## config.mk

```make
export PLATFORM = sky130hd
export DESIGN_NAME = design_controller
export DESIGN_NICKNAME = d
export VERILOG_FILES = /design/src/design_controller.sv
export SDC_FILE = /design/constraint.sdc
export NUM_CORES = 1
export LEC_CHECK = 0
export BUFFER_PORTS_ARGS = -buffer_cell sky130_fd_sc_hd__buf_2
export CAP_MARGIN = 40
export CORE_AREA = 2 2 41 43
export DETAILED_ROUTE_END_ITERATION = 16
export DIE_AREA = 0 0 43 45
export PLACE_DENSITY = 0.48
export SLEW_MARGIN = 10
export SYNTH_ARGS = -nofsm -noshare
export SYNTH_HDL_FRONTEND = slang
export SYNTH_SLANG_ARGS = --single-unit
```

## constraint.sdc

```tcl
create_clock -name clk -period 3.5 [get_ports clk]
set_input_delay 0.525 -clock clk [delete_from_list [all_inputs] [get_ports clk]]
set_output_delay 0.525 -clock clk [all_outputs]
set_load 0.01 [all_outputs]
```

## src/design_controller.sv

```systemverilog
`timescale 1ns/100ps

module design_controller (
    input  logic clk,
    input  logic rst,
    input  logic start,
    input  logic full_done,
    input  logic psum_done,
    input  logic stride_count_flag,
    output logic reset_all,
    output logic IF_read_start,
    output logic filter_read_start,
    output logic clear_regs,
    output logic start_rd_gen,
    output logic busy,
    output logic done
);

    typedef enum logic [4:0] {
        IDLE   = 5'b00001,
        PRIME  = 5'b00010,
        RD_GEN = 5'b00100,
        MAC    = 5'b01000,
        DONE   = 5'b10000
    } state_t;

    state_t ps;
    state_t ns;

    always_ff @(posedge clk or posedge rst) begin
        if (rst)
            ps <= IDLE;
        else
            ps <= ns;
    end

    always_comb begin
        case (ps)
            IDLE:    ns = start ? PRIME : IDLE;
            PRIME:   ns = RD_GEN;
            RD_GEN:  ns = MAC;
            MAC: begin
                if (full_done)
                    ns = DONE;
                else if (psum_done)
                    ns = RD_GEN;   // next window
                else
                    ns = MAC;
            end
            DONE:    ns = start ? PRIME : DONE;
            default: ns = IDLE;
        endcase
    end

    assign reset_all         = ps == IDLE;
    assign IF_read_start     = ps == PRIME;
    assign filter_read_start = ps == PRIME;
    assign start_rd_gen      = ps == RD_GEN;
    assign clear_regs        = (ps == MAC) & (psum_done | stride_count_flag);
    assign busy              = (ps == PRIME) | (ps == RD_GEN) | (ps == MAC);
    assign done              = ps == DONE;

    a_state_onehot: assert property (@(posedge clk) disable iff (rst) $onehot(ps));

endmodule

```

==> flow_metrics.tcl <==
set metrics [dict create \
    first_global_vias 339 \
    endpoint_kind "output pin" \
    wire_length_of_the_first_global_routing_pass_um 1490 \
    slowest_delay_ps 460 \
    numPortBuffers 12 \
    timing_worst_setup_path_type "flop to output pin" \
    clkSlewWorstSetupHoldPaths_ps 50 \
    total_length_of_routed_wires_um 839 \
    average_size_of_a_mapped_cell_um2 8.55 \
    comb_power_share_pct 36.9 \
    finalCoreUtilization_pct 30.1 \
    cts_tree "built" \
    die_h_um 45 \
    floorplan.die_area_um2 1940 \
    worst_ep_required_time_ps 2970 \
    grt_util_all_layers_pct 10.9 \
    largest_register_ff_count 5 \
    ys_seq_elements 5 \
    registers.top_by_ff_count "ps" \
    worst_clock_skew_ps 12.0 \
    power-per-cell-area_nw_per_um2 643 \
    critical_path.max_fanout 8 \
    detail_route.drc_violations 0 \
    synth_seq_area_share_pct 35.2 \
    synth_top_area_share_pct 27.9 \
    dr.pass1.iters 1 \
    timing.fmax_ghz 0.487 \
    yosys.cell_count.top_type "nor3_1" \
    ys_async_sr_fraction_pct 100 \
    initial_antenna_violation_count 0 \
    layout_top_registers "ps (5)" \
    critical_path.n_buffers_inverters 1 \
    cts_sinks 5 \
    io-pin-count 13 \
    sw_frac_of_total_pct 39.7 \
    yosysTopAreaCell "dfrtp_1" \
    dp.final_hpwl_um 622 \
    start_util_pct 24.4 \
    holdCritPathClass "input pin to async pin" \
    finalCritPeriodShare_pct 58.7 \
    drv_slew 0 \
    mappedNetlistNets 48 \
    critical_path.startpoint_type "flop" \
    cts.repair.resized 0 \
    power.clock.fraction_pct 24.6 \
    critical-path-slowest-cell "dfrtp_1" \
    maxCapViolations 0 \
    syn2layout_area_growth_pct 23.3 \
    combined_area_of_all_synthesized_cells_um2 359 \
    gp_congestion 0.757 \
    final_nets 61 \
    clockRootBuffer "clkbuf_4" \
    netlist_top_cells_count "nor3_1 (6), dfrtp_1 (4)" \
    pin_count_of_the_biggest_net_entering_global_routing 14 \
    viasPerCell 4.99 \
    dr_total_vias 349 \
    grt_overflow 0 \
    drtAntennaViolNets 0 \
    cts_made_buffers 3 \
    cts-root-to-sink-buffers 2 \
    synth-warning-count 0 \
    dp_worst_setup_slack_ps 1690 \
    timing.setup.tns_ps 0 \
    drive_gt1_share_pct 35.2 \
    core-area_um2 1470 \
    yosys-top-cells-area "dfrtp_1 (28%), nor3_1 (8.4%), dfstp_2 (7.3%), nand2b_1 (5.2%), a21oi_1 (4.2%)" \
    cts_setup_buffers 0 \
    tightestPinTransition_ps 417 \
    cp_cell_sequence "or2_2, nor4b_1, buf_2" \
    power_switching_uw 113 \
    path_delay_family "simple AND/OR/NAND/NOR gates" \
    chipWidth_um 43 \
    insertedDiodeCount 0 \
    synth_enable_flop_cells 0 \
    status "finished, final reports clean" \
    maxSlewHeadroom_pct 72.2 \
    clkLatencyLatePin_ps 250 \
    finalSetupViolations 0 \
    avgRoutedWirePerCell_um 12.0 \
    seqPwrFrac_pct 38.5 \
    worst_slack_ps 1450 \
    power.static_leakage_nw 0.204 \
    total_of_hold_buffers_inserted_after_clock_tree_synthesis 0 \
    synth_cell_types 25 \
    report.final.hold_viol_count 0 \
    power_report.internal_total_uw 172 \
    timing.final.crit_period_ps 2050 \
    gate_count_of_the_mapped_netlist 42 \
    detailedRoute.firstIterationViolations 0 \
    final.hold.worst_slack_ps 160 \
    core.rowCount 14 \
    clock_h_tree_levels 1 \
    peakVddDrop_v 0.000267 \
    timing.critical_path.arrival_ps 1530 \
    rsz0062_at_grt "false" \
    dominantRegCellSynth "dfrtp_1" \
]
==> power by group through the flow <==
stage               sequential, mW  clock [mW]  combinational (mW)
finish                       0.110      0.0701               0.105
global route                 0.113      0.0799               0.122
CTS                          0.108      0.0723               0.107
global placement             0.110           0               0.109
floorplan                   0.0834           0               0.105
detailed placement           0.109           0               0.106
==> layer usage <==
layer	track usage (%)	wire (µm)	vias to the layer above
li1	-	-	176
met4	5.45	7	0
met3	6.80	69	2
met5	0	0	-
met2	15.2	338	11
met1	13.0	424	160
==> final timing paths <==
kind | depth (start not counted) | end | slack [ps] | from
hold / removal | 2 | ps[1] | 160 | rst
max in group asynchronous | 2 | ps[0] | 3080 | rst
min in group clk | 3 | ps[1] | 530 | start
setup reg to reg | 3 | ps[3] | 2090 | ps[3]
setup / recovery | 3 | reset_all | 1450 | ps[2]
hold reg to reg | 1 | ps[4] | 610 | ps[2]
==> cells by family (layout without fill, tap and decap cells) <==
family / after synthesis / count (layout) / share of synthesized area (%)
buf+inv: 6 / 18 / 8.36
xor+xnor: 2 / 2 / 4.88
flops: 5 / 5 / 35.2
simple gates: 21 / 21 / 38.7
compound gates: 8 / 8 / 12.9
==> cells in the final DEF, fill, tap and decap left out, types with 2 or more instances in the layout <==
cell type / count
dfrtp_1: 4
a21oi_1: 3
nor2_1: 2
buf_2: 12
nor3_1: 6
o21ai_0: 3
clkbuf_4: 3
nand2b_1: 3
==> area by class of cell <==
class                   count  area (µm²)
repair buffers             12        60.1
inverters                   2        7.51
flip-flops and latches      5         126
fillers                   180        1030
multi-input cells          31         203
well taps                  16        20.0
clock buffers               4        26.3
==> metrics by stage <==
step,instance area (µm²),instances,total power [mW]
CTS,443,70,0.288
floorplan,359,42,0.188
global route,443,70,0.315
global placement,417,66,0.219
finish,443,70,0.285
detailed placement,417,66,0.215
(Power assumes the default switching activity.)
