`src/conv_engine_params.svh`:
```
`ifndef CONV_ENGINE_PARAMS_SVH
`define CONV_ENGINE_PARAMS_SVH

// sample and memory sizes
`define DATA_W        8
`define IF_ADDR_LEN   6
`define FILT_ADDR_LEN 4
`define SCRATCH_DEPTH 64
`define SCRATCH_WIDTH 24

`define APB_AW 12

// address map, memory word i at base + 4*i
`define CTRL_ADDR 12'h000
`define CFG_ADDR  12'h004
`define IF_BASE   12'h400
`define FILT_BASE 12'h800
`define RES_BASE  12'hC00

`endif

```
`src/conv_data_pkg.sv`:
```
package conv_data_pkg;

    `include "conv_engine_params.svh"

    // host write into IF or filter memory
    typedef struct packed {
        logic                     en;
        logic                     sel_filt;   // 0 = IF, 1 = filter
        logic [`IF_ADDR_LEN-1:0]  addr;
        logic [`DATA_W-1:0]       data;
    } mem_wr_t;

    // one finished output toward the scratch buffer
    typedef struct packed {
        logic                               en;
        logic [$clog2(`SCRATCH_DEPTH)-1:0]  idx;
        logic signed [`SCRATCH_WIDTH-1:0]   value;
    } res_wr_t;

endpackage

```
`src/result_buffer.sv`:
```
`timescale 1ns/100ps
`include "conv_engine_params.svh"

module result_buffer (
    input  logic                             clk,
    input  logic                             rst,
    input  conv_data_pkg::res_wr_t           res_wr,
    input  logic                             just_add,
    input  logic [5:0]                       rd_idx,
    output logic signed [`SCRATCH_WIDTH-1:0] rd_data
);

    logic signed [`SCRATCH_WIDTH-1:0] scratch [`SCRATCH_DEPTH];
    logic signed [`SCRATCH_WIDTH-1:0] acc_sum;

    // old entry plus new output, for partial sums across channels
    assign acc_sum = scratch[res_wr.idx] + res_wr.value;

    always_ff @(posedge clk or posedge rst) begin
        if (rst) begin
            for (int i = 0; i < `SCRATCH_DEPTH; i++)
                scratch[i] <= '0;
        end else if (res_wr.en) begin
            scratch[res_wr.idx] <= just_add ? acc_sum : res_wr.value;
        end
    end

    assign rd_data = scratch[rd_idx];   // host read, no latency

endmodule

```
`config.mk`:
```
export PLATFORM = sky130hd
export DESIGN_NAME = result_buffer
export DESIGN_NICKNAME = d
export VERILOG_FILES = /design/src/conv_data_pkg.sv /design/src/result_buffer.sv
export VERILOG_INCLUDE_DIRS = /design/src
export SDC_FILE = /design/constraint.sdc
export NUM_CORES = 2
export LEC_CHECK = 0
export ABC_CLOCK_PERIOD_IN_PS = 58000
export BUFFER_PORTS_ARGS = -buffer_cell sky130_fd_sc_hd__buf_2
export CELL_PAD_IN_SITES_DETAIL_PLACEMENT = 0
export CELL_PAD_IN_SITES_GLOBAL_PLACEMENT = 1
export CORE_MARGIN = 1
export CORE_UTILIZATION = 46
export DETAILED_ROUTE_END_ITERATION = 7
export HOLD_SLACK_MARGIN = 0.08
export PLACE_DENSITY_LB_ADDON = 0.12
export SYNTH_ARGS = -nofsm -noshare
export SYNTH_HDL_FRONTEND = slang
export SYNTH_SLANG_ARGS = --single-unit
```
`constraint.sdc`:
```
create_clock -name clk -period 58 [get_ports clk]
set_input_delay 11.6 -clock clk [delete_from_list [all_inputs] [get_ports clk]]
set_output_delay 11.6 -clock clk [all_outputs]
set_load 0.02 [all_outputs]
```
==> flow_summary.yaml <==
critical_path:
  crit_type: "in2out"
  critPathLaunch: "rd_idx[0]"
  path_cells: "buf_8 -> buf_4 -> buf_4 -> buf_4 -> mux4_2 -> mux4_2 -> mux4_2 -> buf_2"
  setup.worst_path.end: "rd_data[20]"
  slowest_delay_ns: 0.88
  start_kind: "input pin"
  r2r_end: "scratch[812]$_DFFE_PP0P_"
  cp.required_ns: 46.40
  rr_worst_depth: 16
  reg2reg_from: "scratch[1203]$_DFFE_PP0P_"
  worstPathArrival_ns: 16.85
  critPathSlowestCell: "buf_4"
  cp_max_fo: 58
  end_kind: "output pin"
  rrSetupSlack_ns: 52.31
detailed_routing:
  totalWireLength_um: 337000
  post_drt_wl_per_cell_um: 34.1
  ant_nets: 0
  via_per_inst: 6.77
  drc: 0
  drt-initial-drc-count: 9261
  first_pass_iters: 8
  dr_total_vias: 67000
synth:
  ys_async_sr_fraction_pct: 100
  ys_seq_elements: 1536
  syn_avg_cell_area_sq_um: 10.1
  synth_area_sq_um: 80000
  ys.flop_type: "dfrtp_1"
  synth-edff-count: 0
  ys_seq_area_share_pct: 48.0
  yosys_warnings: 0
  synth_cell_type_count: 78
  synth_fp_nets: 7962
  postSynthCellCount: 7898
layout:
  largest_reg_flops: 1536
  reg.largest.list: "scratch (1536)"
  nets: 7506
  area_growth_pct: 9.94
  regMostFlops: "scratch"
  final_cells: 9890
  drive_above_1_share_pct: 15.3
sta:
  final-setup-viol-count: 0
  rsz0062_at_grt: "false"
  tightest_slew_ns: 1.29
  max_freq_ghz: 0.0351
  period_share_pct: 49.1
  drv_slew: 0
  finalHoldViolCount: 0
  period_needed_ns: 28.45
  fin_worst_skew_ns: 0.0375
  setup_tns_ns: 0
  maxSlewHeadroom_pct: 13.9
cts:
  clock_sinks: 1536
  cts.reportedPaths.clkPinSlew_ns: 0.06
  htree_levels: 4
  clk_path_buf_depth: 3
  root_buffer: "clkbuf_16"
  clock_latency_ns: 0.83
  holdBufCountCts: 0
  post_cts_buffers: 0
  cts_made_buffers: 172
  post_cts_resized: 0
  cts_tree: "yes"
floorplan:
  die_h_um: 419
  dieArea_sq_um: 176000
  die_w_um: 419
  initial_utilization_pct: 46.5
  design.core.area_sq_um: 172000
  io_pins: 64
  rows: 152
global_route:
  grt_pass1_wl_um: 482000
  grt-ovfl-total: 0
  grt_max_degree: 163
  grt_antenna_before_repair: 19
  first_global_vias: 63100
  track_usage_pct: 38.4
power_and_ir_drop:
  leakage_nw: 37.5
  irDropWorstVdd_v: 0.0000257
  power_density_nw_per_um2: 35.2
placement:
  dp.cells: 9578
  io_buffers: 63
  place_hpwl_um: 187000
  place_congestion: 0.892
job:
  cap_violations: 0
outcome:
  status: "complete, no violations"
worst_hold_path:
  hold_class: "reg2reg"
  whs_path_depth: 2
synth_stat cells, types with 41 or more instances:
master    instances  share of area (%)
a22oi_1         478                4.5
buf_1            56               0.26
nand4_1          69               0.54
a22o_1          133                1.5
nand3_1          79               0.49
o21ai_0        1275                8.0
a31oi_1         124               0.97
o21ai_1          41               0.26
buf_2           113               0.71
mux4_2          509                 14
a221oi_1        132                1.4
dfrtp_1        1536                 48
nand2_1        1544                7.2
a21oi_1         248                1.6
clkbuf_1        662                3.1
nor2_1          439                2.1
mux2i_1         143                1.8
layout make-up:
| cell class | count | area [sq um] |
|---|---|---|
| inverter | 21 | 86.3 |
| sequential | 1536 | 38400 |
| multi-input combinational | 5489 | 39000 |
| antenna | 8 | 20.0 |
| clock inverter | 62 | 922 |
| timing repair buffer | 222 | 1700 |
| fill | 15500 | 84100 |
| clock buffer | 242 | 4910 |
| tap | 2310 | 2890 |
through the flow:
stage,power [mW],hold slack [ns],area (sq um),worst slack [ns],utilization (%)
CTS,3.10,0.501,88000,29.49,51.1
global route,3.21,0.524,88000,29.20,51.1
floorplan,1.76,0.458,80000,3.07,-
global placement,1.94,0.481,82100,29.60,47.7
finish,3.10,0.500,88000,29.55,51.1
detailed placement,1.95,0.487,82100,29.48,47.7
routing by layer:
| metal | vias up | GRT usage, % | wire, um | share of wire [%] |
|---|---|---|---|---|
| met1 | 34000 | 51.7 | 133000 | 39 |
| met4 | 16 | 21.2 | 21500 | 6.4 |
| met5 | - | 0 | 101 | 0.030 |
| li1 | 28000 | - | - | - |
| met3 | 924 | 10.2 | 35900 | 11 |
| met2 | 4079 | 56.3 | 147000 | 44 |
cell usage in the layout (no fill, tap or decap), types with 36 or more instances in the layout:
master	n
mux2i_1	139
o21ai_1	41
a31oi_1	123
nand4_1	69
nor2_1	437
a221oi_1	132
mux4_2	509
a22o_1	133
o21ai_0	1275
buf_2	58
nand2_1	1517
a22oi_1	477
nand3_4	41
buf_4	148
dfrtp_1	1536
clkbuf_1	38
nand3_1	36
a21oi_1	242
clkbuf_16	174
critical path: cells and delay by family:
kind / cells / cell delay (ns)
buf+inv: 5 / 3.24
mux: 3 / 1.78
worst min path at each step:
| stage | startpoint | end | slack [ns] |
|---|---|---|---|
| after floorplan | scratch[1535]$_DFFE_PP0P_ | scratch[1535]$_DFFE_PP0P_ | 0.46 |
| after global placement | scratch[136]$_DFFE_PP0P_ | scratch[136]$_DFFE_PP0P_ | 0.48 |
| after detailed placement | scratch[911]$_DFFE_PP0P_ | scratch[911]$_DFFE_PP0P_ | 0.49 |
| after CTS | scratch[911]$_DFFE_PP0P_ | scratch[911]$_DFFE_PP0P_ | 0.50 |
| after global routing | scratch[818]$_DFFE_PP0P_ | scratch[818]$_DFFE_PP0P_ | 0.52 |
| final | scratch[911]$_DFFE_PP0P_ | scratch[911]$_DFFE_PP0P_ | 0.50 |
power by group:
group	internal [mW]	total (mW)	leakage [nW]	switching (mW)
logic	0.224	0.557	14.1	0.332
registers	1.24	1.39	20.5	0.154
clock network	0.675	1.15	2.85	0.476
total	2.14	3.10	37.5	0.962
kinds of logic (layout without fill, tap and decap cells):
group | Yosys count | in the layout | synth area share [%]
multiplexers | 655 | 655 | 16.2
XOR/XNOR | 4 | 4 | 0.0438
AND/OR/NAND/NOR | 2232 | 2232 | 11.2
AO/OA/AOI/OAI | 2574 | 2574 | 19.8
adder cells (fa/ha/maj) | 24 | 24 | 0.385
other | 0 | 8 | 0
buffers and inverters | 873 | 547 | 4.38
flip-flops | 1536 | 1536 | 48.0
(Power assumes the default switching activity.)
