[src/conv_engine_params.svh]
`ifndef CONV_ENGINE_PARAMS_SVH
`define CONV_ENGINE_PARAMS_SVH

// sample and memory sizes
`define DATA_W        8
`define IF_ADDR_LEN   6
`define FILT_ADDR_LEN 4
`define SCRATCH_DEPTH 64
`define SCRATCH_WIDTH 24

`define APB_AW 12

// address map, memory word i at base + 4*i
`define CTRL_ADDR 12'h000
`define CFG_ADDR  12'h004
`define IF_BASE   12'h400
`define FILT_BASE 12'h800
`define RES_BASE  12'hC00

`endif

[src/conv_cfg_pkg.sv]
package conv_cfg_pkg;

    `include "conv_engine_params.svh"

    typedef struct packed {
        logic [`APB_AW-1:0] paddr;
        logic               pwrite;
        logic [31:0]        pwdata;
        logic               psel;
        logic               penable;
    } apb_req_t;

    // one run, held constant while busy
    typedef struct packed {
        logic [6:0] if_len;
        logic [4:0] filt_len;
        logic [3:0] stride;
        logic       just_add;
    } run_cfg_t;

    typedef struct packed {
        logic [29:0] rsvd;
        logic        just_add;
        logic        start;
    } ctrl_cmd_t;

    typedef struct packed {
        logic [28:0] rsvd;
        logic        cfg_error;
        logic        done;
        logic        busy;
    } ctrl_stat_t;

    // CTRL_ADDR word, command on write and status on read
    typedef union packed {
        ctrl_cmd_t  cmd;
        ctrl_stat_t stat;
    } ctrl_word_u;

endpackage

[src/conv_data_pkg.sv]
package conv_data_pkg;

    `include "conv_engine_params.svh"

    // host write into IF or filter memory
    typedef struct packed {
        logic                     en;
        logic                     sel_filt;   // 0 = IF, 1 = filter
        logic [`IF_ADDR_LEN-1:0]  addr;
        logic [`DATA_W-1:0]       data;
    } mem_wr_t;

    // one finished output toward the scratch buffer
    typedef struct packed {
        logic                               en;
        logic [$clog2(`SCRATCH_DEPTH)-1:0]  idx;
        logic signed [`SCRATCH_WIDTH-1:0]   value;
    } res_wr_t;

endpackage

[src/conv_datapath.sv]
`timescale 1ns/100ps
`include "conv_engine_params.svh"

module conv_datapath (
    input  logic                   clk,
    input  logic                   rst,
    input  conv_cfg_pkg::run_cfg_t cfg,
    input  conv_data_pkg::mem_wr_t mem_wr,
    input  logic                   reset_all,
    input  logic                   IF_read_start,
    input  logic                   filter_read_start,
    input  logic                   clear_regs,
    input  logic                   start_rd_gen,
    output logic                   psum_done,
    output logic                   stride_count_flag,
    output logic                   full_done,
    output conv_data_pkg::res_wr_t res_wr
);

    logic signed [`DATA_W-1:0]        if_mem [1 << `IF_ADDR_LEN];
    logic signed [`DATA_W-1:0]        filt_mem [1 << `FILT_ADDR_LEN];
    logic [6:0]                       base;     // k*stride
    logic [4:0]                       tap;
    logic [5:0]                       win;
    logic                             active;
    logic [6:0]                       if_addr;
    logic [7:0]                       next_end;
    logic                             last_win;
    logic signed [2*`DATA_W-1:0]      prod;
    logic signed [`SCRATCH_WIDTH-1:0] psum;
    logic signed [`SCRATCH_WIDTH-1:0] mac_sum;

    always_ff @(posedge clk) begin
        if (mem_wr.en && !mem_wr.sel_filt)
            if_mem[mem_wr.addr] <= mem_wr.data;
        if (mem_wr.en && mem_wr.sel_filt)
            filt_mem[mem_wr.addr[`FILT_ADDR_LEN-1:0]] <= mem_wr.data;
    end

    assign if_addr  = base + 7'(tap);
    assign next_end = {1'b0, base} + 8'(cfg.stride) + 8'(cfg.filt_len);
    assign last_win = next_end > {1'b0, cfg.if_len};   // no room for another window

    assign prod    = if_mem[if_addr[`IF_ADDR_LEN-1:0]] * filt_mem[tap[`FILT_ADDR_LEN-1:0]];
    assign mac_sum = psum + prod;

    assign psum_done         = active & (tap == cfg.filt_len - 5'd1);
    assign stride_count_flag = psum_done & ~last_win;
    assign full_done         = psum_done & last_win;

    always_ff @(posedge clk or posedge rst) begin
        if (rst) begin
            active <= 1'b0;
            tap    <= '0;
            win    <= '0;
            base   <= '0;
            psum   <= '0;
        end else if (reset_all) begin
            active <= 1'b0;
            tap    <= '0;
            win    <= '0;
            base   <= '0;
            psum   <= '0;
        end else begin
            if (IF_read_start) begin
                base <= '0;
                win  <= '0;
            end
            if (filter_read_start)
                tap <= '0;
            if (start_rd_gen) begin
                active <= 1'b1;
                tap    <= '0;
            end else if (active) begin
                if (psum_done)
                    active <= 1'b0;
                else
                    tap <= tap + 5'd1;
            end
            if (stride_count_flag) begin
                base <= base + 7'(cfg.stride);
                win  <= win + 6'd1;
            end
            if (clear_regs)
                psum <= '0;   // result already taken from mac_sum
            else if (active)
                psum <= mac_sum;
        end
    end

    // last tap result goes straight out, written on the same edge
    assign res_wr = '{en: psum_done, idx: win, value: mac_sum};

    a_if_addr_range: assert property (@(posedge clk) disable iff (rst)
        active |-> if_addr < cfg.if_len);

endmodule

[config.mk]
export PLATFORM = sky130hd
export DESIGN_NAME = conv_datapath
export DESIGN_NICKNAME = d
export VERILOG_FILES = /design/src/conv_cfg_pkg.sv /design/src/conv_data_pkg.sv /design/src/conv_datapath.sv
export VERILOG_INCLUDE_DIRS = /design/src
export SDC_FILE = /design/constraint.sdc
export NUM_CORES = 1
export LEC_CHECK = 0
export BUFFER_PORTS_ARGS = -buffer_cell sky130_fd_sc_hd__buf_4
export CORE_MARGIN = 8
export CORE_UTILIZATION = 29
export DETAILED_ROUTE_END_ITERATION = 12
export GPL_TIMING_DRIVEN = 1
export SETUP_SLACK_MARGIN = 0.2
export SLEW_MARGIN = 20
export SYNTH_ARGS = -nofsm -noshare
export SYNTH_HDL_FRONTEND = slang
export SYNTH_SLANG_ARGS = --single-unit
[constraint.sdc]
create_clock -name clk -period 16.2 [get_ports clk]
set_clock_uncertainty 0.15 [all_clocks]
set_input_delay 1.62 -clock clk [delete_from_list [all_inputs] [get_ports clk]]
set_output_delay 1.62 -clock clk [all_outputs]
set_load 0.01 [all_outputs]
==> impl_metrics.py <==
metrics = {
    "clocking": {
        "cts.sinks": 683,
        "cts_buffers": 69,
        "cts_root_buf": "clkbuf_16",
        "cts.path.max_buffers": 3,
        "postCtsHoldBufs": 0,
        "cts.clk_slew.worst_paths_ns": 0.06,
        "cts_resized": 0,
        "htreeDepth": 3,
        "insertion_delay_ns": 0.62,
        "post-cts-setup-buffer-count": 0,
        "tritoncts": "done",
    },
    "pwr": {
        "powerDensity_nw_per_um2": 145.2,
        "p_switching_mw": 1.637,
        "total_power_mw": 5.249,
        "clkPwrFrac": 0.302,
        "p_comb_frac": 0.322,
        "internal_power_mw": 3.612,
        "p_seq_frac": 0.376,
        "ir_drop_mv": 0.1200,
        "p_leak_nw": 12.29,
        "switching_share": 0.3119,
    },
    "synth": {
        "synth_area_per_cell_um2": 17.77,
        "netlist_instances": 1781,
        "synthDistinctLibCells": 65,
        "async_flop_share": 0.06296,
        "synth-seq-cells": 683,
        "synth_edf_count": 640,
        "synth_area_um2": 31650,
        "postSynthNetCount": 2011,
        "yosys_warnings": 0,
        "ys.flop_type": "edfxtp_1",
        "seq_area_frac_synth": 0.6412,
    },
    "drt": {
        "met3_length_um": 4723,
        "vias": 16234,
        "via_per_inst": 4.853,
        "ant_nets": 0,
        "wl_met2_um": 33550,
        "drc": 0,
        "wl_um": 70820,
        "dr.first_iter.drc_count": 1354,
        "wl_per_cell_um": 21.17,
        "wl_met1_um": 31010,
        "dr.pass1.iters": 5,
        "highest_layer": "met5",
    },
    "worst_setup_path": {
        "cp_data_required_time_ns": 14.43,
        "endpoint_kind": "primary output",
        "cp-start-kind": "flip-flop",
        "worstPathArrival_ns": 10.55,
        "cpPeakStageDelay_ns": 0.90,
        "cp_common_cell": "inv_1",
        "path_max_fanout": 120,
        "cp_slowest_cell": "fa_4",
        "worst-setup-path-type": "flip-flop to primary output",
    },
    "run_status": {
        "status": "complete, no violations",
    },
    "sta": {
        "period_share": 0.7606,
        "whs_ns": 0.3580,
        "fmax_mhz": 81.16,
        "final_max_slew_viol_count": 0,
        "slew_headroom": 0.2627,
        "hold_viol": 0,
        "min_period_ns": 12.32,
        "rsz0062_at_grt": "false",
        "fin_tns_setup_ns": 0,
        "tightest_slew_ns": 1.098,
        "setup_viol": 0,
    },
    "global_route": {
        "grt_antenna_before_repair": 3,
        "grt_pass1_wl_um": 108600,
        "overflow": 0,
        "grt_max_degree": 121,
        "track_usage": 0.1168,
        "grt_pass1_vias": 17198,
    },
    "layout": {
        "final_util": 0.3330,
        "nets": 2105,
        "fin_cells": 3345,
        "area_growth_syn_to_layout_pct": 14.20,
        "layout-drive-gt1-share": 0.2037,
        "fill_cells": 10267,
    },
    "floorplanning": {
        "dieArea_um2": 120000,
        "die_w_um": 346.4,
        "floorplan.rows": 121,
        "num_io_pins": 74,
        "core_um2": 108600,
        "fp.dieH_um": 346.4,
        "start_util": 0.2916,
    },
    "min_path": {
        "hold_class": "flip-flop to flip-flop",
    },
    "job": {
        "cap_viol_max_count": 0,
    },
    "placement": {
        "globalplace.congestion": 0.8076,
        "dp.cells": 3218,
        "port_buffers": 72,
        "dp_hpwl_um": 44740,
    },
}
[final cells by class]
type,instances,area (um^2),share of cell area
clock buffers,80,1789,0.04950
inverters,131,491.7,0.01360
repair buffers,89,680.7,0.01883
multi-input cells,901,10660,0.2949
flip-flops and latches,683,20300,0.5615
clock inverters,45,455.4,0.01260
diodes,2,5.005,0.0001385
well taps,1414,1769,0.04895
[layout by cell type, fill, tap and decap left out, types with 15 or more instances in the layout]
cell / netlist / routed
a21oi_1: 38 / 38
a22o_1: 26 / 26
and2_1: 16 / 15
buf_4: 5 / 88
clkbuf_16: 0 / 70
clkinv_2: 0 / 15
dfrtp_1: 43 / 42
edfxtp_1: 640 / 640
fa_1: 111 / 110
ha_1: 79 / 78
inv_1: 130 / 129
mux2i_1: 52 / 52
mux4_2: 172 / 172
nand2_1: 57 / 57
nand2b_1: 15 / 15
nor2_1: 96 / 96
nor2b_1: 32 / 32
o21ai_0: 17 / 17
o221ai_1: 16 / 16
xnor2_1: 25 / 23
xor2_1: 15 / 15
[per-stage QoR]
step           setup slack (ns)  area, um^2
6_report                  3.878       36150
5_1_grt                   3.396       36140
4_1_cts                   3.687       36140
3_5_place_dp              4.448       33900
3_3_place_gp              4.448       33880
2_1_floorplan             6.573       31650
[path summary, 6_finish.rpt]
| kind | slack, ns | end | from | depth (start not counted) |
|---|---|---|---|---|
| setup / recovery | 3.88 | res_wr[22] | tap[0] | 30 |
| min in group asynchronous | 1.09 | win[4] | rst | 2 |
| max in group asynchronous | 14.16 | tap[0] | rst | 2 |
| setup reg to reg | 6.04 | psum[22] | tap[0] | 30 |
| hold / removal | 0.36 | psum[2] | psum[2] | 1 |
| hold reg to reg | 0.36 | psum[2] | psum[2] | 1 |
[power groups by stage]
stage | clock network [mW] | registers (mW) | logic (mW)
after floorplan | 0 | 2.00 | 1.07
after global placement | 0 | 2.01 | 1.71
after detailed placement | 0 | 2.01 | 1.72
after CTS | 1.62 | 1.97 | 1.73
after global routing | 1.69 | 1.98 | 1.89
final | 1.59 | 1.97 | 1.69
[logic make-up after synthesis]
family | Yosys count | share of synthesized area
buf+inv | 197 | 0.02483
fa+ha+maj | 190 | 0.1014
xor+xnor | 42 | 0.01210
flops | 683 | 0.6412
mux | 230 | 0.1410
compound gates | 164 | 0.03752
simple gates | 275 | 0.04194
[routing by layer]
layer	vias up	GRT usage
met5	-	0.002800
met4	4	0.03120
met3	95	0.02572
met2	501	0.1879
met1	8556	0.1596
li1	7078	-
[cell usage after synthesis (all sizes together), types with 12 or more instances]
master / instances / area share
nor3: 17 / 0.0027
nand3: 12 / 0.0019
nor2: 96 / 0.011
o221ai: 16 / 0.0044
xor2: 16 / 0.0047
dfrtp: 43 / 0.034
o21ai: 23 / 0.0038
mux4: 172 / 0.12
a21o: 14 / 0.0033
edfxtp: 640 / 0.61
buf: 29 / 0.0049
nand2: 57 / 0.0068
a22o: 26 / 0.0072
ha: 79 / 0.031
clkbuf: 37 / 0.0044
xnor2: 26 / 0.0074
mux2i: 52 / 0.016
fa: 111 / 0.070
nor2b: 32 / 0.0063
nand2b: 15 / 0.0030
a21oi: 42 / 0.0076
and2: 16 / 0.0032
inv: 130 / 0.015
[flip-flops by register name, indices dropped and copies added, names as in the netlist]
name      count
win           6
tap           5
if_mem      512
psum         24
filt_mem    128
base          7
active        1
[worst max-delay path, delay by kind of cell, from the launching register on]
kind,cells,cell delay (ns)
AO/OA/AOI/OAI,6,2.03
XOR/XNOR,1,0.34
adder cells (fa/ha/maj),9,3.75
buffers and inverters,8,1.05
flip-flops,1,0.76
multiplexers,3,1.41
AND/OR/NAND/NOR,3,0.35
No activity file was read; power rests on OpenSTA's default activity.
