===== src/conv_engine_params.svh =====
`ifndef CONV_ENGINE_PARAMS_SVH
`define CONV_ENGINE_PARAMS_SVH

// sample and memory sizes
`define DATA_W        8
`define IF_ADDR_LEN   6
`define FILT_ADDR_LEN 4
`define SCRATCH_DEPTH 64
`define SCRATCH_WIDTH 24

`define APB_AW 12

// address map, memory word i at base + 4*i
`define CTRL_ADDR 12'h000
`define CFG_ADDR  12'h004
`define IF_BASE   12'h400
`define FILT_BASE 12'h800
`define RES_BASE  12'hC00

`endif


===== src/conv_cfg_pkg.sv =====
package conv_cfg_pkg;

    `include "conv_engine_params.svh"

    typedef struct packed {
        logic [`APB_AW-1:0] paddr;
        logic               pwrite;
        logic [31:0]        pwdata;
        logic               psel;
        logic               penable;
    } apb_req_t;

    // one run, held constant while busy
    typedef struct packed {
        logic [6:0] if_len;
        logic [4:0] filt_len;
        logic [3:0] stride;
        logic       just_add;
    } run_cfg_t;

    typedef struct packed {
        logic [29:0] rsvd;
        logic        just_add;
        logic        start;
    } ctrl_cmd_t;

    typedef struct packed {
        logic [28:0] rsvd;
        logic        cfg_error;
        logic        done;
        logic        busy;
    } ctrl_stat_t;

    // CTRL_ADDR word, command on write and status on read
    typedef union packed {
        ctrl_cmd_t  cmd;
        ctrl_stat_t stat;
    } ctrl_word_u;

endpackage


===== src/conv_data_pkg.sv =====
package conv_data_pkg;

    `include "conv_engine_params.svh"

    // host write into IF or filter memory
    typedef struct packed {
        logic                     en;
        logic                     sel_filt;   // 0 = IF, 1 = filter
        logic [`IF_ADDR_LEN-1:0]  addr;
        logic [`DATA_W-1:0]       data;
    } mem_wr_t;

    // one finished output toward the scratch buffer
    typedef struct packed {
        logic                               en;
        logic [$clog2(`SCRATCH_DEPTH)-1:0]  idx;
        logic signed [`SCRATCH_WIDTH-1:0]   value;
    } res_wr_t;

endpackage


===== src/apb_cfg_regs.sv =====
`timescale 1ns/100ps
`include "conv_engine_params.svh"

module apb_cfg_regs (
    input  logic                   clk,
    input  logic                   rst,
    input  conv_cfg_pkg::apb_req_t apb_req,
    output logic                   pready,
    output logic                   pslverr,
    output logic [31:0]            prdata,
    input  logic                   busy,
    input  logic                   done,
    output logic                   start,
    output conv_cfg_pkg::run_cfg_t cfg,
    output conv_data_pkg::mem_wr_t mem_wr,
    output logic [5:0]             res_rd_idx,
    input  logic signed [23:0]     res_rd_data
);
    import conv_cfg_pkg::*;

    localparam logic [`APB_AW-1:0] IF_MASK = ~`APB_AW'((1 << (`IF_ADDR_LEN + 2)) - 1);
    localparam logic [`APB_AW-1:0] FILT_MASK = ~`APB_AW'((1 << (`FILT_ADDR_LEN + 2)) - 1);
    localparam logic [`APB_AW-1:0] RES_MASK = ~`APB_AW'((1 << ($clog2(`SCRATCH_DEPTH) + 2)) - 1);

    logic       access;
    logic       wr_acc;
    logic       hit_ctrl;
    logic       hit_cfg;
    logic       hit_if;
    logic       hit_filt;
    logic       hit_res;
    logic       mapped;
    logic       cfg_ok;
    logic       cfg_error;
    ctrl_word_u cmd_w;
    ctrl_word_u stat_w;

    assign access = apb_req.psel & apb_req.penable;
    assign wr_acc = access & apb_req.pwrite;

    assign hit_ctrl = apb_req.paddr == `CTRL_ADDR;
    assign hit_cfg  = apb_req.paddr == `CFG_ADDR;
    assign hit_if   = (apb_req.paddr & IF_MASK) == `IF_BASE;
    assign hit_filt = (apb_req.paddr & FILT_MASK) == `FILT_BASE;
    assign hit_res  = (apb_req.paddr & RES_MASK) == `RES_BASE;
    assign mapped   = hit_ctrl | hit_cfg | hit_if | hit_filt | hit_res;

    assign pready  = 1'b1;   // no wait states
    assign pslverr = access & (~mapped | (apb_req.pwrite & hit_res));

    assign cmd_w = apb_req.pwdata;
    assign res_rd_idx = apb_req.paddr[7:2];

    // lengths must fit the local memories too
    assign cfg_ok = (cfg.filt_len != 5'd0) && ({2'b00, cfg.filt_len} <= cfg.if_len) &&
                    (cfg.stride != 4'd0) && (cfg.if_len <= 7'(1 << `IF_ADDR_LEN)) &&
                    (cfg.filt_len <= 5'(1 << `FILT_ADDR_LEN));

    always_ff @(posedge clk or posedge rst) begin
        if (rst) begin
            cfg       <= '0;
            start     <= 1'b0;
            cfg_error <= 1'b0;
            mem_wr    <= '0;
        end else begin
            start     <= 1'b0;
            mem_wr.en <= 1'b0;
            if (wr_acc && hit_ctrl && cmd_w.cmd.start && !busy) begin
                if (cfg_ok) begin
                    start        <= 1'b1;
                    cfg_error    <= 1'b0;
                    cfg.just_add <= cmd_w.cmd.just_add;
                end else begin
                    cfg_error <= 1'b1;   // sticky until next good start
                end
            end
            if (wr_acc && hit_cfg && !busy) begin
                cfg.if_len   <= apb_req.pwdata[6:0];
                cfg.filt_len <= apb_req.pwdata[12:8];
                cfg.stride   <= apb_req.pwdata[19:16];
            end
            if (wr_acc && (hit_if || hit_filt)) begin
                mem_wr.en       <= 1'b1;
                mem_wr.sel_filt <= hit_filt;
                mem_wr.addr     <= apb_req.paddr[7:2];
                mem_wr.data     <= apb_req.pwdata[`DATA_W-1:0];
            end
        end
    end

    always_comb begin
        stat_w                = '0;
        stat_w.stat.busy      = busy;
        stat_w.stat.done      = done;
        stat_w.stat.cfg_error = cfg_error;
        prdata                = '0;
        if (hit_ctrl)
            prdata = stat_w;
        else if (hit_cfg)
            prdata = {12'b0, cfg.stride, 3'b0, cfg.filt_len, 1'b0, cfg.if_len};
        else if (hit_res)
            prdata = 32'(res_rd_data);   // sign extended
    end

    a_no_start_busy: assert property (@(posedge clk) disable iff (rst) start |-> !busy);

endmodule


===== config.mk =====
export PLATFORM = sky130hd
export DESIGN_NAME = apb_cfg_regs
export DESIGN_NICKNAME = d
export VERILOG_FILES = /design/src/conv_cfg_pkg.sv /design/src/conv_data_pkg.sv /design/src/apb_cfg_regs.sv
export VERILOG_INCLUDE_DIRS = /design/src
export SDC_FILE = /design/constraint.sdc
export NUM_CORES = 1
export LEC_CHECK = 0
export BUFFER_PORTS_ARGS = -buffer_cell sky130_fd_sc_hd__buf_2
export CORE_MARGIN = 10
export CORE_UTILIZATION = 40
export DETAILED_ROUTE_END_ITERATION = 16
export PLACE_DENSITY = 0.92
export SYNTH_ARGS = -nofsm -noshare
export SYNTH_HDL_FRONTEND = slang
export SYNTH_SLANG_ARGS = --single-unit

===== constraint.sdc =====
create_clock -name clk -period 2.6 [get_ports clk]
set_input_delay 0.39 -clock clk [delete_from_list [all_inputs] [get_ports clk]]
set_output_delay 0.39 -clock clk [all_outputs]
set_load 0.005 [all_outputs]

==> results of run 1 <==
==> registers in the layout, indices dropped and copies added (netlist names) <==
register and cells:
cfg 17, mem_wr 16, cfg_error 1, start 1
==> cell usage in the layout (no fill, tap or decap), types with 3 or more instances in the layout <==
cell type	Yosys	layout
mux2_4	11	11
inv_1	10	10
clkbuf_8	0	5
a22o_1	13	13
nor4_1	3	3
and3_1	3	3
dfrtp_1	35	35
buf_2	2	132
and2_1	9	9
a222oi_1	3	3
ha_1	5	5
nor3_1	3	3
buf_4	16	6
nand3_1	3	3
nor2_1	5	5
mux2_1	20	20
==> area by class of cell <==
type	count	area, µm²
clock buffer	7	76.3
fill	423	2050
inverter	11	41.3
multi-input combinational	99	912
sequential	35	876
clock inverter	1	5.00
tap	67	83.8
timing repair buffer	138	706
==> per-stage QoR <==
step                      instance area [µm²]  setup slack [ps]  total power [µW]  hold slack, ps
after global placement                   2620               259               775             420
final                                    2700               263              1160             114
after global routing                     2700               132              1230             143
after detailed placement                 2620               263               784             434
after floorplan                          1990               641               674             467
after CTS                                2700               245              1170             123
==> layer usage <==
| metal | part of all wire (%) | global-route usage [%] | vias up |
|---|---|---|---|
| li1 | - | - | 833 |
| met1 | 38 | 16.3 | 866 |
| met4 | 1.2 | 4.38 | 0 |
| met5 | 0 | 0 | - |
| met3 | 10 | 7.32 | 8 |
| met2 | 51 | 27.4 | 93 |
==> power by group through the flow <==
stage / Combinational (µW) / Sequential [µW] / Clock, µW
after floorplan: 61.8 / 612 / 0
after global placement: 169 / 606 / 0
after detailed placement: 176 / 609 / 0
after CTS: 176 / 599 / 400
after global routing: 191 / 603 / 431
final: 171 / 598 / 386
==> Yosys cell counts (all sizes together) <==
| library cell | number |
|---|---|
| nand2 | 2 |
| a22o | 13 |
| nor4 | 3 |
| and3 | 3 |
| nor4bb | 1 |
| a2111oi | 1 |
| nand2b | 1 |
| o21ai | 1 |
| buf | 19 |
| and2 | 9 |
| nand3b | 1 |
| inv | 11 |
| a222oi | 3 |
| nor3 | 5 |
| mux2i | 1 |
| nand3 | 3 |
| nand4 | 1 |
| dfrtp | 35 |
| xor2 | 1 |
| o31a | 1 |
| nor2 | 5 |
| and4 | 2 |
| or4 | 1 |
| clkbuf | 4 |
| conb | 1 |
| a21oi | 2 |
| mux2 | 31 |
| o2bb2ai | 1 |
| a21boi | 1 |
| ha | 5 |
==> logic make-up (layout without fill, tap and decap cells) <==
group                    after synthesis  after routing  synth area share (%)
adder cells (fa/ha/maj)                5              5                  3.15
flip-flops                            35             35                  44.1
multiplexers                          32             32                  20.2
XOR/XNOR                               1              1                 0.441
AO/OA/AOI/OAI                         23             23                  10.3
other                                  1              1                 0.189
AND/OR/NAND/NOR                       37             37                  11.7
buffers and inverters                 34            157                  9.96
==> worst paths after layout <==
path | start | to | slack (ps) | cells after the start
max | apb_req[38] | prdata[4] | 260 | 7
min | rst | mem_wr[15]$_DFF_PP0_ | 110 | 2
max reg2reg | cfg[14]$_DFFE_PP0P_ | cfg[0]$_DFFE_PP0P_ | 560 | 7
min reg2reg | mem_wr[7]$_DFFE_PP0P_ | mem_wr[7]$_DFFE_PP0P_ | 490 | 1
max in group asynchronous | rst | cfg[2]$_DFFE_PP0P_ | 1920 | 3
min in group clk | apb_req[13] | cfg[8]$_DFFE_PP0P_ | 300 | 2
==> summary.txt, run 1 <==
Outcome = finished, final reports clean
# IOs = 149
Diode count = 0
Global-route wire length before repair = 10.3 mm
Largest fanout on the critical path = 7
Reg clk slew, reported paths = 70 ps
Slew Viols, Final = 0
Buf/Inv on CP = 3
Total negative setup slack = 0 ps
Synth area leader = dfrtp_1
Die Footprint = 8180 µm²
Switching part of the total = 25.4%
Setup bufs post-CTS = 0
Die Y = 90.5 µm
Mapped Area = 1990 µm²
CTS Buffer Depth = 2
Share of cells above drive strength 1 = 55.0%
Grt ovf = 0
Post-synth cell types = 36
Peak Freq = 428 MHz
CP Class = input pin to output port
Largest net degree at the start of global routing = 19
DR WL/cell = 18.0 µm
First-pass iteration count of the detailed router = 4
Routed Antenna Nets = 0
CP peak stage delay = 340 ps
Insertion delay to the later sink of the worst-skew pair = 290 ps
CTS buffer count = 5
Clk root buf = clkbuf_8
Mean Syn Cell Area = 11.8 µm²
Final nets = 370
Initial antenna violation count = 0
Setup crit start kind = input pin
Syn_nets = 248
Final setup fails = 0
Minimum clock period after layout = 2340 ps
CP max-delay cell = nor4_1
Sequential power share = 51.8%
Post-CTS Resized = 0
WP data required = 2210 ps
Gpl congestion = 0.808
Setup Skew = 5.17 ps
Post-synth top area share = 44.1%
Port bufs = 132
FF+latch count, synth = 35
Sink Count = 35
DP HPWL = 5.39 mm
GRT Total Usage = 15.6%
Vias in the first global route = 1968
# hold bufs at CTS = 0
Internal power = 862 µW
Combinational power share = 14.8%
CTS H-tree depth = 2
Final Hold Viols = 0
Unrepaired setup endpoints after global routing = no
Sequential element share of the synthesized area = 44.1%
Clk pwr share = 33.4%
Worst-Margin Slew = 768 ps
Placed cell count = 350
Area Growth Syn to Fin = 36.0%
Switch Pwr = 294 µW
Pwr dens = 428 nW/µm²
Residual DRC = 0
Largest delay share family, worst path = simple AND/OR/NAND/NOR gates
CTS tree = yes
Slew margin rel. = 48.8%
Fin cells = 358
Critical Path AT = 1950 ps
Starting density of the core = 41.8%
Crit path cell chain = buf_2 > nor4_1 > and4_1 > and2_1 > buf_4 > a22o_1 > buf_2
Leakage = 0.00167 µW
Initial DRC count = 95
Number of max-cap violations = 0
Most frequent CP cell = buf_2
Site row count = 25
Drt via density = 5.03
Worst vdd ir = 0.000244 V
Final core occ = 56.8%
Via count = 1800
Syn Inst Count = 168
Total wire length = 6.43 mm
Worst Hold Class = input pin to asynchronous set/reset pin
Crit share post-route = 89.9%
Core footprint = 4750 µm²
Die width = 90.5 µm
Largest cells by area after synthesis = dfrtp_1 44%, mux2_1 11%, mux2_4 8.3%
Critical Path End Type = output port
YS warnings = 0
(Power assumes the default switching activity.)
==> inputs of run 2 (changes only) <==
CORE_UTILIZATION = 41   (was 40)
CTS_BUF_LIST = sky130_fd_sc_hd__clkbuf_8   (was unset)
PLACE_DENSITY = 0.94   (was 0.92)
==> summary.txt, run 2 (synthesis gave the netlist of run 1 again) <==
Final setup fails = 0
Commonest non-fill, non-tap cell in the layout = buf_2
WP data required = 2210 ps
Minimum clock period after layout = 2290 ps
Worst Hold Class = input pin to asynchronous set/reset pin
GRT Total Usage = 14.7%
CTS Buffer Depth = 2
Clk root buf = clkbuf_8
Insertion delay to the later sink of the worst-skew pair = 280 ps
Placed instance area = 2620 µm²
Pwr dens = 428 nW/µm²
CTS buffer count = 5
Commonest cells after routing, fill and taps aside = 132 x buf_2, 35 x dfrtp_1, 20 x mux2_1
Grt peak-use layer = met2
Total negative setup slack = 0 ps
CP peak stage delay = 330 ps
Max reg flops = 17
Critical Path AT = 1900 ps
Port bufs = 132
Largest fanout on the critical path = 7
Met2 Usage GRT = 26.3%
Crit share post-route = 87.9%
Leakage = 0.00167 µW
Die width = 89.6 µm
DR WL/cell = 17.3 µm
CP max-delay cell = nor4_1
CP Class = input pin to output port
Global-route wire length before repair = 9.09 mm
Peak Freq = 438 MHz
Initial DRC count = 99
Slew margin rel. = 44.7%
Gpl congestion = 0.754
Reg clk slew, reported paths = 70 ps
CTS H-tree depth = 2
# IOs = 149
GR Util met3 = 6.14%
DP HPWL = 5.17 mm
Die Y = 89.6 µm
Internal power = 882 µW
Clk pwr share = 33.8%
Sink Count = 35
Vias in the first global route = 1867
Final Hold Viols = 0
Final worst-path setup slack = 315 ps
Area Growth Syn to Fin = 36.3%
Slew Viols, Final = 0
Drt via density = 4.99
Share of cells above drive strength 1 = 55.5%
Setup bufs post-CTS = 0
Multi-input gate area = 912 µm²
Post-Place Setup Slack = 337 ps
Most flops, register = cfg
Core footprint = 4720 µm²
Top Registers = cfg x17, mem_wr x16
Fill cells = 416
Setup Skew = 3.02 ps
Combinational power share = 14.6%
Starting density of the core = 42.0%
Final nets = 370
Setup crit start kind = input pin
Unrepaired setup endpoints after global routing = no
Post-layout instance area = 2710 µm²
Switching part of the total = 23.9%
Routed Antenna Nets = 0
Largest net degree at the start of global routing = 23
Grt ovf = 0
Residual DRC = 0
Number of max-cap violations = 0
Reg area = 876 µm²
Initial antenna violation count = 0
Most frequent CP cell = buf_2
# hold bufs at CTS = 0
First-pass iteration count of the detailed router = 4
Via count = 1782
Total wire length = 6.19 mm
Worst vdd ir = 0.000290 V
Worst-Margin Slew = 828 ps
Die Footprint = 8030 µm²
Met1 usage = 15.2%
Sequential power share = 51.6%
Site row count = 25
Outcome = finished, final reports clean
Crit path cell chain = buf_2 > nor4_1 > and4_1 > and2_1 > buf_4 > a22o_1 > buf_2
Post-CTS Resized = 0
CTS tree = yes
Critical Path End Type = output port
Diode count = 0
Switch Pwr = 277 µW
==> run 2: cell count changes in the layout (fill, tap and decap cells not counted) <==
cell,before,now
clkbuf_8,5,6
clkbuf_1,2,0
==> run 2: layout make-up <==
cell class	instances	area share, %
tap	67	3.10
timing repair buffer	138	26.1
sequential	35	32.4
clock buffer	6	3.05
clock inverter	1	0.185
inverter	11	1.53
multi-input combinational	99	33.7
==> run 2: routing by layer <==
metal,routed length (µm),up-vias
li1,-,839
met1,2250,845
met2,3120,90
met3,756,8
met4,61,0
met5,0,-
==> run 2: worst max-delay path, delay by kind of cell <==
| family | cells | cell delay [ps] |
|---|---|---|
| buf+inv | 3 | 440 |
| simple gates | 3 | 910 |
| compound gates | 1 | 150 |
==> run 2: path summary, 6_finish.rpt <==
kind,cells after the start,from,to,slack [ps]
hold / removal,2,rst,mem_wr[8]$_DFFE_PP0P_,260
max in group asynchronous,3,rst,cfg[16]$_DFFE_PP0P_,1690
hold reg to reg,1,mem_wr[2]$_DFFE_PP0P_,mem_wr[2]$_DFFE_PP0P_,490
setup reg to reg,7,cfg[14]$_DFFE_PP0P_,cfg[0]$_DFFE_PP0P_,560
min in group clk,2,apb_req[14],cfg[9]$_DFFE_PP0P_,320
setup / recovery,7,apb_req[38],prdata[12],310
==> run 2: power by group through the flow <==
stage | combinational, µW | clock (µW) | sequential [µW]
after floorplan | 61.8 | 0 | 612
after global placement | 168 | 0 | 606
after detailed placement | 174 | 0 | 608
after CTS | 174 | 400 | 598
after global routing | 191 | 431 | 602
final | 170 | 391 | 597
==> run 2: through the flow <==
step	total power (µW)	hold WS, ps	cells	util, %
after floorplan	674	467	168	-
after global placement	774	470	350	55.4
after detailed placement	782	476	350	55.4
after CTS	1170	304	357	57.3
after global routing	1220	312	357	57.3
final	1160	264	357	57.3
